`config.mk`:
```
export PLATFORM = sky130hd
export DESIGN_NAME = ooo_execute_stage
export DESIGN_NICKNAME = d
export VERILOG_FILES = /design/src/exec_pkg.sv /design/src/branch_resolve.sv /design/src/mul_pipeline.sv /design/src/completion_latch.sv /design/src/ooo_execute_stage.sv
export SDC_FILE = /design/constraint.sdc
export NUM_CORES = 2
export LEC_CHECK = 0
export ABC_AREA = 1
export ABC_CLOCK_PERIOD_IN_PS = 2400
export BUFFER_PORTS_ARGS = -buffer_cell sky130_fd_sc_hd__buf_2
export CAP_MARGIN = 20
export CORE_MARGIN = 5
export CORE_UTILIZATION = 30
export DETAILED_ROUTE_END_ITERATION = 7
export GPL_TIMING_DRIVEN = 0
export SYNTH_ARGS = -nofsm -noshare
export SYNTH_HDL_FRONTEND = slang
export SYNTH_HIERARCHICAL = 1
export SYNTH_SLANG_ARGS = --single-unit
```
`constraint.sdc`:
```
create_clock -name CLK -period 2.4 [get_ports CLK]
set_input_delay 0.12 -clock CLK [delete_from_list [all_inputs] [get_ports CLK]]
set_output_delay 0.12 -clock CLK [all_outputs]
set_load 0.01 [all_outputs]
```
`src/exec_pkg.sv`:
```
`default_nettype none

package exec_pkg;

  // Datapath widths
  parameter int WORD_W     = 32;
  parameter int REG_ADDR_W = 5;

  typedef logic [WORD_W-1:0]     word_t;
  typedef logic [REG_ADDR_W-1:0] reg_addr_t;

  // Branch function codes follow funct3 of the branch opcode
  // bit 2 picks less-than over equality, bit 1 unsigned, bit 0 inverts
  typedef enum logic [2:0] {
    BEQ  = 3'b000,
    BNE  = 3'b001,
    BLT  = 3'b100,
    BGE  = 3'b101,
    BLTU = 3'b110,
    BGEU = 3'b111
  } branch_func_t;

  typedef struct packed {
    word_t hi;
    word_t lo;
  } word_pair_t;

  // Full multiplier result read whole or as two words
  typedef union packed {
    logic [2*WORD_W-1:0] dword;
    word_pair_t          words;
  } mul_product_u;

endpackage

`default_nettype wire

```
`src/branch_resolve.sv`:
```
`timescale 1ns/10ps
`default_nettype none

module branch_resolve (
  input  logic                   CLK,
  input  logic                   nRST,
  input  logic                   alu_ena,
  input  logic                   branch_instr,
  input  logic                   jump_instr,
  input  exec_pkg::branch_func_t branch_func,
  input  logic                   prediction,
  input  exec_pkg::word_t        pc,
  input  exec_pkg::word_t        port_a,
  input  exec_pkg::word_t        port_b,
  input  exec_pkg::word_t        immediate,
  output logic                   taken,
  output logic                   mispredict,
  output logic                   mispredict_ff,
  output exec_pkg::word_t        redirect_addr,
  output exec_pkg::word_t        link_data,
  output logic                   branch_done
);

  logic            cond;
  logic            equal;
  logic            signed_lt;
  logic            unsigned_lt;
  logic            branch_miss;
  exec_pkg::word_t pc4;
  exec_pkg::word_t branch_target;
  exec_pkg::word_t jump_sum;

  // Comparator outputs
  assign equal       = (port_a == port_b);
  assign signed_lt   = ($signed(port_a) < $signed(port_b));
  assign unsigned_lt = (port_a < port_b);

  always_comb begin
    case (branch_func)
      exec_pkg::BEQ:  cond = equal;
      exec_pkg::BNE:  cond = ~equal;
      exec_pkg::BLT:  cond = signed_lt;
      exec_pkg::BGE:  cond = ~signed_lt;
      exec_pkg::BLTU: cond = unsigned_lt;
      exec_pkg::BGEU: cond = ~unsigned_lt;
      default:        cond = 1'b0;
    endcase
  end

  assign taken = branch_instr & cond;

  // Targets
  assign pc4           = pc + exec_pkg::word_t'(4);
  assign branch_target = pc + immediate;
  assign jump_sum      = port_a + immediate;

  // Prediction disagreed with the resolved outcome
  assign branch_miss = branch_instr & (prediction ^ taken);
  assign mispredict  = alu_ena & (jump_instr | branch_miss);

  always_comb begin
    if (jump_instr) begin
      redirect_addr = {jump_sum[exec_pkg::WORD_W-1:1], 1'b0};
    end else if (branch_miss && taken) begin
      redirect_addr = branch_target;
    end else begin
      redirect_addr = pc4;
    end
  end

  assign link_data   = pc4;
  assign branch_done = alu_ena;

  always_ff @(posedge CLK, negedge nRST) begin
    if (!nRST) begin
      mispredict_ff <= 1'b0;
    end else begin
      mispredict_ff <= mispredict;
    end
  end

endmodule

`default_nettype wire

```
`src/mul_pipeline.sv`:
```
`timescale 1ns/10ps
`default_nettype none

module mul_pipeline #(
  parameter int CB_ENTRIES = 16,
  parameter int MUL_STAGES = 3
) (
  input  logic                          CLK,
  input  logic                          nRST,
  input  logic                          mul_ena,
  input  logic                          mul_high,
  input  logic                          mul_signed,
  input  exec_pkg::word_t               mul_a,
  input  exec_pkg::word_t               mul_b,
  input  exec_pkg::reg_addr_t           reg_rd_mu,
  input  logic [$clog2(CB_ENTRIES)-1:0] index_mu,
  output logic                          mul_done,
  output exec_pkg::reg_addr_t           mul_rd,
  output logic [$clog2(CB_ENTRIES)-1:0] mul_index,
  output exec_pkg::word_t               mul_wdata
);

  localparam int IDX_W = $clog2(CB_ENTRIES);
  localparam int LAST  = MUL_STAGES - 1;

  // One extra bit carries the sign for both signed and unsigned operands
  logic signed [exec_pkg::WORD_W:0]     op_a;
  logic signed [exec_pkg::WORD_W:0]     op_b;
  logic signed [2*exec_pkg::WORD_W+1:0] full_prod;
  exec_pkg::mul_product_u               prod_in;

  logic [MUL_STAGES-1:0]  valid_q;
  logic [MUL_STAGES-1:0]  high_q;
  exec_pkg::mul_product_u prod_q [MUL_STAGES];
  exec_pkg::reg_addr_t    rd_q   [MUL_STAGES];
  logic [IDX_W-1:0]       idx_q  [MUL_STAGES];

  assign op_a          = {mul_signed & mul_a[exec_pkg::WORD_W-1], mul_a};
  assign op_b          = {mul_signed & mul_b[exec_pkg::WORD_W-1], mul_b};
  assign full_prod     = op_a * op_b;
  assign prod_in.dword = full_prod[2*exec_pkg::WORD_W-1:0];

  // Valid chain
  always_ff @(posedge CLK, negedge nRST) begin
    if (!nRST) begin
      valid_q <= '0;
    end else begin
      valid_q[0] <= mul_ena;
      for (int i = 1; i < MUL_STAGES; i++) begin
        valid_q[i] <= valid_q[i-1];
      end
    end
  end

  // Product, word select, destination and index move alongside
  always_ff @(posedge CLK) begin
    prod_q[0] <= prod_in;
    high_q[0] <= mul_high;
    rd_q[0]   <= reg_rd_mu;
    idx_q[0]  <= index_mu;
    for (int i = 1; i < MUL_STAGES; i++) begin
      prod_q[i] <= prod_q[i-1];
      high_q[i] <= high_q[i-1];
      rd_q[i]   <= rd_q[i-1];
      idx_q[i]  <= idx_q[i-1];
    end
  end

  assign mul_done  = valid_q[LAST];
  assign mul_rd    = rd_q[LAST];
  assign mul_index = idx_q[LAST];
  assign mul_wdata = high_q[LAST] ? prod_q[LAST].words.hi : prod_q[LAST].words.lo;

endmodule

`default_nettype wire

```
`src/completion_latch.sv`:
```
`timescale 1ns/10ps
`default_nettype none

module completion_latch #(
  parameter int CB_ENTRIES = 16
) (
  input  logic                          CLK,
  input  logic                          nRST,
  input  logic                          flush,
  input  logic                          branch_done,
  input  logic                          jump_instr,
  input  exec_pkg::word_t               link_data,
  input  exec_pkg::reg_addr_t           reg_rd_a,
  input  logic [$clog2(CB_ENTRIES)-1:0] index_a,
  input  logic                          mul_done,
  input  exec_pkg::reg_addr_t           mul_rd,
  input  logic [$clog2(CB_ENTRIES)-1:0] mul_index,
  input  exec_pkg::word_t               mul_wdata,
  output logic                          bypass_valid_alu,
  output exec_pkg::reg_addr_t           bypass_rd_alu,
  output exec_pkg::word_t               bypass_data_alu,
  output logic                          bypass_valid_mul,
  output exec_pkg::reg_addr_t           bypass_rd_mul,
  output exec_pkg::word_t               bypass_data_mul,
  output logic                          cb_ready_a,
  output logic                          cb_wen_a,
  output logic [$clog2(CB_ENTRIES)-1:0] cb_index_a,
  output exec_pkg::reg_addr_t           cb_vd_a,
  output exec_pkg::word_t               cb_wdata_a,
  output logic                          cb_ready_mu,
  output logic [$clog2(CB_ENTRIES)-1:0] cb_index_mu,
  output exec_pkg::reg_addr_t           cb_vd_mu,
  output exec_pkg::word_t               cb_wdata_mu
);

  logic ready_a;
  logic wen_a;

  // Lane a only writes back for jumps
  assign ready_a = branch_done;
  assign wen_a   = ready_a & jump_instr;

  // Bypass in the same cycle as the lane result
  assign bypass_valid_alu = wen_a;
  assign bypass_rd_alu    = reg_rd_a;
  assign bypass_data_alu  = link_data;
  assign bypass_valid_mul = mul_done;
  assign bypass_rd_mul    = mul_rd;
  assign bypass_data_mul  = mul_wdata;

  // Execute to commit latch
  always_ff @(posedge CLK, negedge nRST) begin
    if (!nRST) begin
      cb_ready_a  <= 1'b0;
      cb_wen_a    <= 1'b0;
      cb_index_a  <= '0;
      cb_vd_a     <= '0;
      cb_wdata_a  <= '0;
      cb_ready_mu <= 1'b0;
      cb_index_mu <= '0;
      cb_vd_mu    <= '0;
      cb_wdata_mu <= '0;
    end else if (flush) begin
      // Squash whatever finished this cycle
      cb_ready_a  <= 1'b0;
      cb_wen_a    <= 1'b0;
      cb_index_a  <= '0;
      cb_vd_a     <= '0;
      cb_wdata_a  <= '0;
      cb_ready_mu <= 1'b0;
      cb_index_mu <= '0;
      cb_vd_mu    <= '0;
      cb_wdata_mu <= '0;
    end else begin
      cb_ready_a  <= ready_a;
      cb_wen_a    <= wen_a;
      cb_index_a  <= index_a;
      cb_vd_a     <= reg_rd_a;
      cb_wdata_a  <= link_data;
      cb_ready_mu <= mul_done;
      cb_index_mu <= mul_index;
      cb_vd_mu    <= mul_rd;
      cb_wdata_mu <= mul_wdata;
    end
  end

endmodule

`default_nettype wire

```
`src/ooo_execute_stage.sv`:
```
`timescale 1ns/10ps
`default_nettype none

module ooo_execute_stage #(
  parameter int CB_ENTRIES = 16,
  parameter int MUL_STAGES = 3
) (
  input  logic                          CLK,
  input  logic                          nRST,
  input  logic                          flush,
  // Lane a carries branches and jumps
  input  logic                          alu_ena,
  input  logic                          branch_instr,
  input  logic                          jump_instr,
  input  exec_pkg::branch_func_t        branch_func,
  input  logic                          prediction,
  input  exec_pkg::word_t               pc,
  input  exec_pkg::word_t               port_a,
  input  exec_pkg::word_t               port_b,
  input  exec_pkg::word_t               immediate,
  input  exec_pkg::reg_addr_t           reg_rd_a,
  input  logic [$clog2(CB_ENTRIES)-1:0] index_a,
  // Multiply lane
  input  logic                          mul_ena,
  input  logic                          mul_high,
  input  logic                          mul_signed,
  input  exec_pkg::word_t               mul_a,
  input  exec_pkg::word_t               mul_b,
  input  exec_pkg::reg_addr_t           reg_rd_mu,
  input  logic [$clog2(CB_ENTRIES)-1:0] index_mu,
  // Front end redirect
  output logic                          taken,
  output logic                          mispredict,
  output exec_pkg::word_t               redirect_addr,
  output logic                          mispredict_ff,
  // Bypass network
  output logic                          bypass_valid_alu,
  output exec_pkg::reg_addr_t           bypass_rd_alu,
  output exec_pkg::word_t               bypass_data_alu,
  output logic                          bypass_valid_mul,
  output exec_pkg::reg_addr_t           bypass_rd_mul,
  output exec_pkg::word_t               bypass_data_mul,
  // Completion buffer writes
  output logic                          cb_ready_a,
  output logic                          cb_wen_a,
  output logic [$clog2(CB_ENTRIES)-1:0] cb_index_a,
  output exec_pkg::reg_addr_t           cb_vd_a,
  output exec_pkg::word_t               cb_wdata_a,
  output logic                          cb_ready_mu,
  output logic [$clog2(CB_ENTRIES)-1:0] cb_index_mu,
  output exec_pkg::reg_addr_t           cb_vd_mu,
  output exec_pkg::word_t               cb_wdata_mu
);

  exec_pkg::word_t               link_data;
  logic                          branch_done;
  logic                          mul_done;
  exec_pkg::reg_addr_t           mul_rd;
  logic [$clog2(CB_ENTRIES)-1:0] mul_index;
  exec_pkg::word_t               mul_wdata;

  branch_resolve u_branch_resolve (
    .CLK           (CLK),
    .nRST          (nRST),
    .alu_ena       (alu_ena),
    .branch_instr  (branch_instr),
    .jump_instr    (jump_instr),
    .branch_func   (branch_func),
    .prediction    (prediction),
    .pc            (pc),
    .port_a        (port_a),
    .port_b        (port_b),
    .immediate     (immediate),
    .taken         (taken),
    .mispredict    (mispredict),
    .mispredict_ff (mispredict_ff),
    .redirect_addr (redirect_addr),
    .link_data     (link_data),
    .branch_done   (branch_done)
  );

  mul_pipeline #(
    .CB_ENTRIES (CB_ENTRIES),
    .MUL_STAGES (MUL_STAGES)
  ) u_mul_pipeline (
    .CLK        (CLK),
    .nRST       (nRST),
    .mul_ena    (mul_ena),
    .mul_high   (mul_high),
    .mul_signed (mul_signed),
    .mul_a      (mul_a),
    .mul_b      (mul_b),
    .reg_rd_mu  (reg_rd_mu),
    .index_mu   (index_mu),
    .mul_done   (mul_done),
    .mul_rd     (mul_rd),
    .mul_index  (mul_index),
    .mul_wdata  (mul_wdata)
  );

  completion_latch #(
    .CB_ENTRIES (CB_ENTRIES)
  ) u_completion_latch (
    .CLK              (CLK),
    .nRST             (nRST),
    .flush            (flush),
    .branch_done      (branch_done),
    .jump_instr       (jump_instr),
    .link_data        (link_data),
    .reg_rd_a         (reg_rd_a),
    .index_a          (index_a),
    .mul_done         (mul_done),
    .mul_rd           (mul_rd),
    .mul_index        (mul_index),
    .mul_wdata        (mul_wdata),
    .bypass_valid_alu (bypass_valid_alu),
    .bypass_rd_alu    (bypass_rd_alu),
    .bypass_data_alu  (bypass_data_alu),
    .bypass_valid_mul (bypass_valid_mul),
    .bypass_rd_mul    (bypass_rd_mul),
    .bypass_data_mul  (bypass_data_mul),
    .cb_ready_a       (cb_ready_a),
    .cb_wen_a         (cb_wen_a),
    .cb_index_a       (cb_index_a),
    .cb_vd_a          (cb_vd_a),
    .cb_wdata_a       (cb_wdata_a),
    .cb_ready_mu      (cb_ready_mu),
    .cb_index_mu      (cb_index_mu),
    .cb_vd_mu         (cb_vd_mu),
    .cb_wdata_mu      (cb_wdata_mu)
  );

endmodule

`default_nettype wire

```
==> summary.md <==
• input pin — startpoint kind of the worst setup timing path
• 352 — Buffers on Ports
• 6.88 ns — data arrival at the endpoint of the critical path
• 9682 — post-layout instance count excluding filler cells
• 17 — antenna violations before repair
• 6.428 ns — shortest period the worst path allows
• 9352 — number of cells after detailed placement
• 24.91% — fraction of final layout cells sized beyond drive strength 1
• 29.34% — met1 GRT Util
• u_mul_pipeline/high_q[2]$_DFF_P_ — launch instance of the worst register-to-register path
• 0 — Final Max Slew Viols
• yes — setup repair after global routing missed its margin
• 0.66 ns — worst stage delay on the critical path
• 41.73% — share of the synthesized area in the top cell type
• 3 — clk buf depth
• 28.57% — Syn-to-layout area delta
• 4.785 — detailed-route vias per instance
• 0 — final global-route overflow total
• 49452 — number of global-route vias before repair
• 54 — Distinct cells, synth
• 1 — number of H-tree branching levels
• 61750 um2 — post-place instance area
• sky130_fd_sc_hd__fa_2 — cell mode on critical path
• met2 — layer with the highest usage after global routing
• 8291 — net count after synthesis
• 267.8% — ratio of final minimum period to clock period
• sky130_fd_sc_hd__dfxtp_1 — dominant register cell in the synthesized netlist
• sky130_fd_sc_hd__fa_1 (42%), sky130_fd_sc_hd__inv_1 (13%), sky130_fd_sc_hd__nand2_1 (11%) — Synth area leaders
• 42.07% — GR met2 Demand/Resource
• 24.70% — Total Routing Usage GR
• 30.24% — initial core utilization
• yes — TritonCTS clock tree
• 3340 — DRC violation total after the first TritonRoute iteration
• sky130_fd_sc_hd__fa_1 — area leader, netlist
• 6 — largest fanout of any net on the critical path
• 0.01447 ns — worst-case clock skew
• u_completion_latch/cb_wdata_mu[13]$_DFF_PN0_ — reg-to-reg endpoint
• 335800 um — global-route wire length before repair
• negative setup slack — failing checks
• 311 — number of synthesized register bits
• 38.87% — Post-Route Utilization
• 62 — largest net degree at the start of global routing
• sky130_fd_sc_hd__inv_1 (1679), sky130_fd_sc_hd__nand2_1 (1399), sky130_fd_sc_hd__fa_1 (1051), sky130_fd_sc_hd__buf_2 (356), sky130_fd_sc_hd__buf_4 (267) — commonest cells after routing, fill and taps aside
• 0 — final hold violation count
• 311 — clock sink total
• 24.39 um — WL/cell
• 0.58 ns — Clk Latency, worst-skew pair
• 197800 um — detailed-placement wirelength estimate
• 30 — CTS buffer count
• 0.9882 — routability congestion estimate from global placement
• input pin to flop — classification of the worst-slack hold path
• complete, but fails checks — status
• 69510 um2 — post-route cell area
• sky130_fd_sc_hd__inv_1 — commonest non-fill, non-tap cell in the layout
• u_mul_pipeline/prod_q[0][52]$_DFF_P_ — worst setup path end
• 0 — number of flops mapped to enable cells by yosys
• sky130_fd_sc_hd__fa_2 — slowest library cell on the worst path
• 188800 um2 — Die Area
• 434.5 um — die boundary height
• 0.8324 ns — transition at the pin with the smallest max-transition slack
• sky130_fd_sc_hd__clkbuf_16 — buffer cell driving the clock tree root
• 178800 um2 — Core Box Area
• 4.484% — global-route track usage on met3
• 0.62 ns — setup slack of the most critical reg-to-reg path
• 2.85 ns — Data required, critical path
• 419 — number of top-level design ports
• 155 — FP Rows
• 0 — max_cap viols
• 54060 um2 — post-synthesis instance area
• 46331 — vias after detailed routing
• 12.34% — proportion of synthesized chip area in sequential cells
• 434.5 um — chip width
• 155.6 MHz — achievable frequency
• -4.028 ns — worst path setup slack after routing
• 0.06 ns — clock slew seen by the registers of the worst setup and hold paths
• 103 — number of setup violations in the final report
• 6 — yosys synthesis warning count
• 236100 um — overall routed net length
• 0 — Antenna Nets Post-Route
• -212.96 ns — Sum Neg Setup Slack
• mul_signed — worst setup path start
• 44.51% — worst slew margin relative to its limit
• 8.148 um2 — mean area per synthesized cell
• 28.62% — Async S/R FF share, synth
• input pin to flop — category of the most critical setup path
• 0 — DRC Markers
• flop — type of destination of the critical path
• 6635 — cells after synthesis
• 5 — Worst Reg2Reg Path Length in Cells
• 6 — detailed-router iteration count before antenna repair
• 8952 — Layout Nets
-- critical path, delay by kind of cell --
kind	cells	cell delay [ns]
xor+xnor	1	0.18
buf+inv	9	0.78
fa+ha+maj	9	4.74
simple gates	4	0.48
compound gates	3	0.55
-- synth_stat cells (13+ instances only) --
cell type                  count
sky130_fd_sc_hd__mux2_2       32
sky130_fd_sc_hd__xor2_1       97
sky130_fd_sc_hd__nand2_1    1521
sky130_fd_sc_hd__clkbuf_1    266
sky130_fd_sc_hd__a21oi_1     175
sky130_fd_sc_hd__o21bai_1     17
sky130_fd_sc_hd__xnor2_1      28
sky130_fd_sc_hd__dfxtp_1     222
sky130_fd_sc_hd__o21ai_0     113
sky130_fd_sc_hd__nor3_1       25
sky130_fd_sc_hd__buf_4        97
sky130_fd_sc_hd__o21ai_1      23
sky130_fd_sc_hd__inv_1      1808
sky130_fd_sc_hd__dfrtp_1      89
sky130_fd_sc_hd__nor2_1      335
sky130_fd_sc_hd__nand4_1      39
sky130_fd_sc_hd__fa_1       1127
sky130_fd_sc_hd__nand3_1     114
sky130_fd_sc_hd__inv_2        22
sky130_fd_sc_hd__nor2_2       22
sky130_fd_sc_hd__a21o_1       19
sky130_fd_sc_hd__nand2_2      13
sky130_fd_sc_hd__ha_1        306
sky130_fd_sc_hd__a31oi_1      22
-- how the worst min path moves through the flow --
stage,from,depth (start not counted),endpoint
2_1_floorplan,nRST,0,u_branch_resolve/mispredict_ff$_DFF_PN0_
3_3_place_gp,reg_rd_mu[4],1,u_mul_pipeline/rd_q[0][4]$_DFF_P_
3_5_place_dp,nRST,1,u_completion_latch/cb_wdata_a[15]$_DFF_PN0_
4_1_cts,pc[29],4,u_completion_latch/cb_wdata_a[29]$_DFF_PN0_
5_1_grt,pc[26],4,u_completion_latch/cb_wdata_a[26]$_DFF_PN0_
6_report,pc[29],4,u_completion_latch/cb_wdata_a[29]$_DFF_PN0_
-- sequential cells by signal, summed over array words and instances (netlist names) --
signal	flops
u_branch_resolve/mispredict_ff	1
u_mul_pipeline/high_q	3
u_completion_latch/cb_ready_mu	1
u_completion_latch/cb_wen_a	1
u_mul_pipeline/valid_q	3
u_completion_latch/cb_vd_mu	5
u_mul_pipeline/rd_q	15
u_completion_latch/cb_ready_a	1
u_completion_latch/cb_wdata_a	32
u_completion_latch/cb_wdata_mu	32
u_completion_latch/cb_vd_a	5
u_mul_pipeline/idx_q	12
u_completion_latch/cb_index_a	4
u_mul_pipeline/prod_q	192
u_completion_latch/cb_index_mu	4
-- per-layer routing --
layer  up-vias  share of wire, %
li1      20200                 -
met3       582               8.1
met5         -             0.016
met4         6               7.9
met2      2170                47
met1     23373                37
-- area by class of cell --
| class | instances | area (um2) |
|---|---|---|
| diodes | 8 | 20.02 |
| plain buffers | 377 | 4970 |
| clock buffers | 42 | 837.1 |
| clock inverters | 13 | 161.4 |
| fillers | 18107 | 109300 |
| inverters | 1832 | 6927 |
| multi-input cells | 4115 | 42480 |
| flip-flops and latches | 311 | 6671 |
| well taps | 2355 | 2947 |
| repair buffers | 629 | 4496 |
-- what timing repair did --
item / in CTS / in global routing
pin swaps: 203 / 164
hold buffers: 42 / 1
buffers inserted: 157 / 63
endpoints found under the setup margin: 128 / 130
resized for setup: 747 / 308
hold endpoints to repair: 152 / 1
gates cloned: 3 / 1
-- through the flow --
step / setup WS [ns] / hold slack, ns
final: -4.028 / 0.02045
after floorplan: -4.133 / -0.1756
after global routing: -4.164 / 0.03684
after CTS: -3.960 / 0.004242
after detailed placement: -5.971 / 0.1126
after global placement: -6.211 / 0.2244
-- kinds of logic (layout without fill, tap and decap cells) --
| kind of cell | after synthesis | in the layout | share of synthesized area (%) |
|---|---|---|---|
| buf+inv | 2209 | 2893 | 16.04 |
| simple gates | 2123 | 2123 | 15.99 |
| fa+ha+maj | 1433 | 1433 | 48.81 |
| compound gates | 402 | 402 | 4.126 |
| flops | 311 | 311 | 12.34 |
| xor+xnor | 125 | 125 | 2.025 |
| mux | 32 | 32 | 0.6665 |
| other cells | 0 | 8 | 0 |
Power is left out: the tool's default activity adds up to more than one toggle a clock period on the data nets, which glitch-free logic cannot reach.
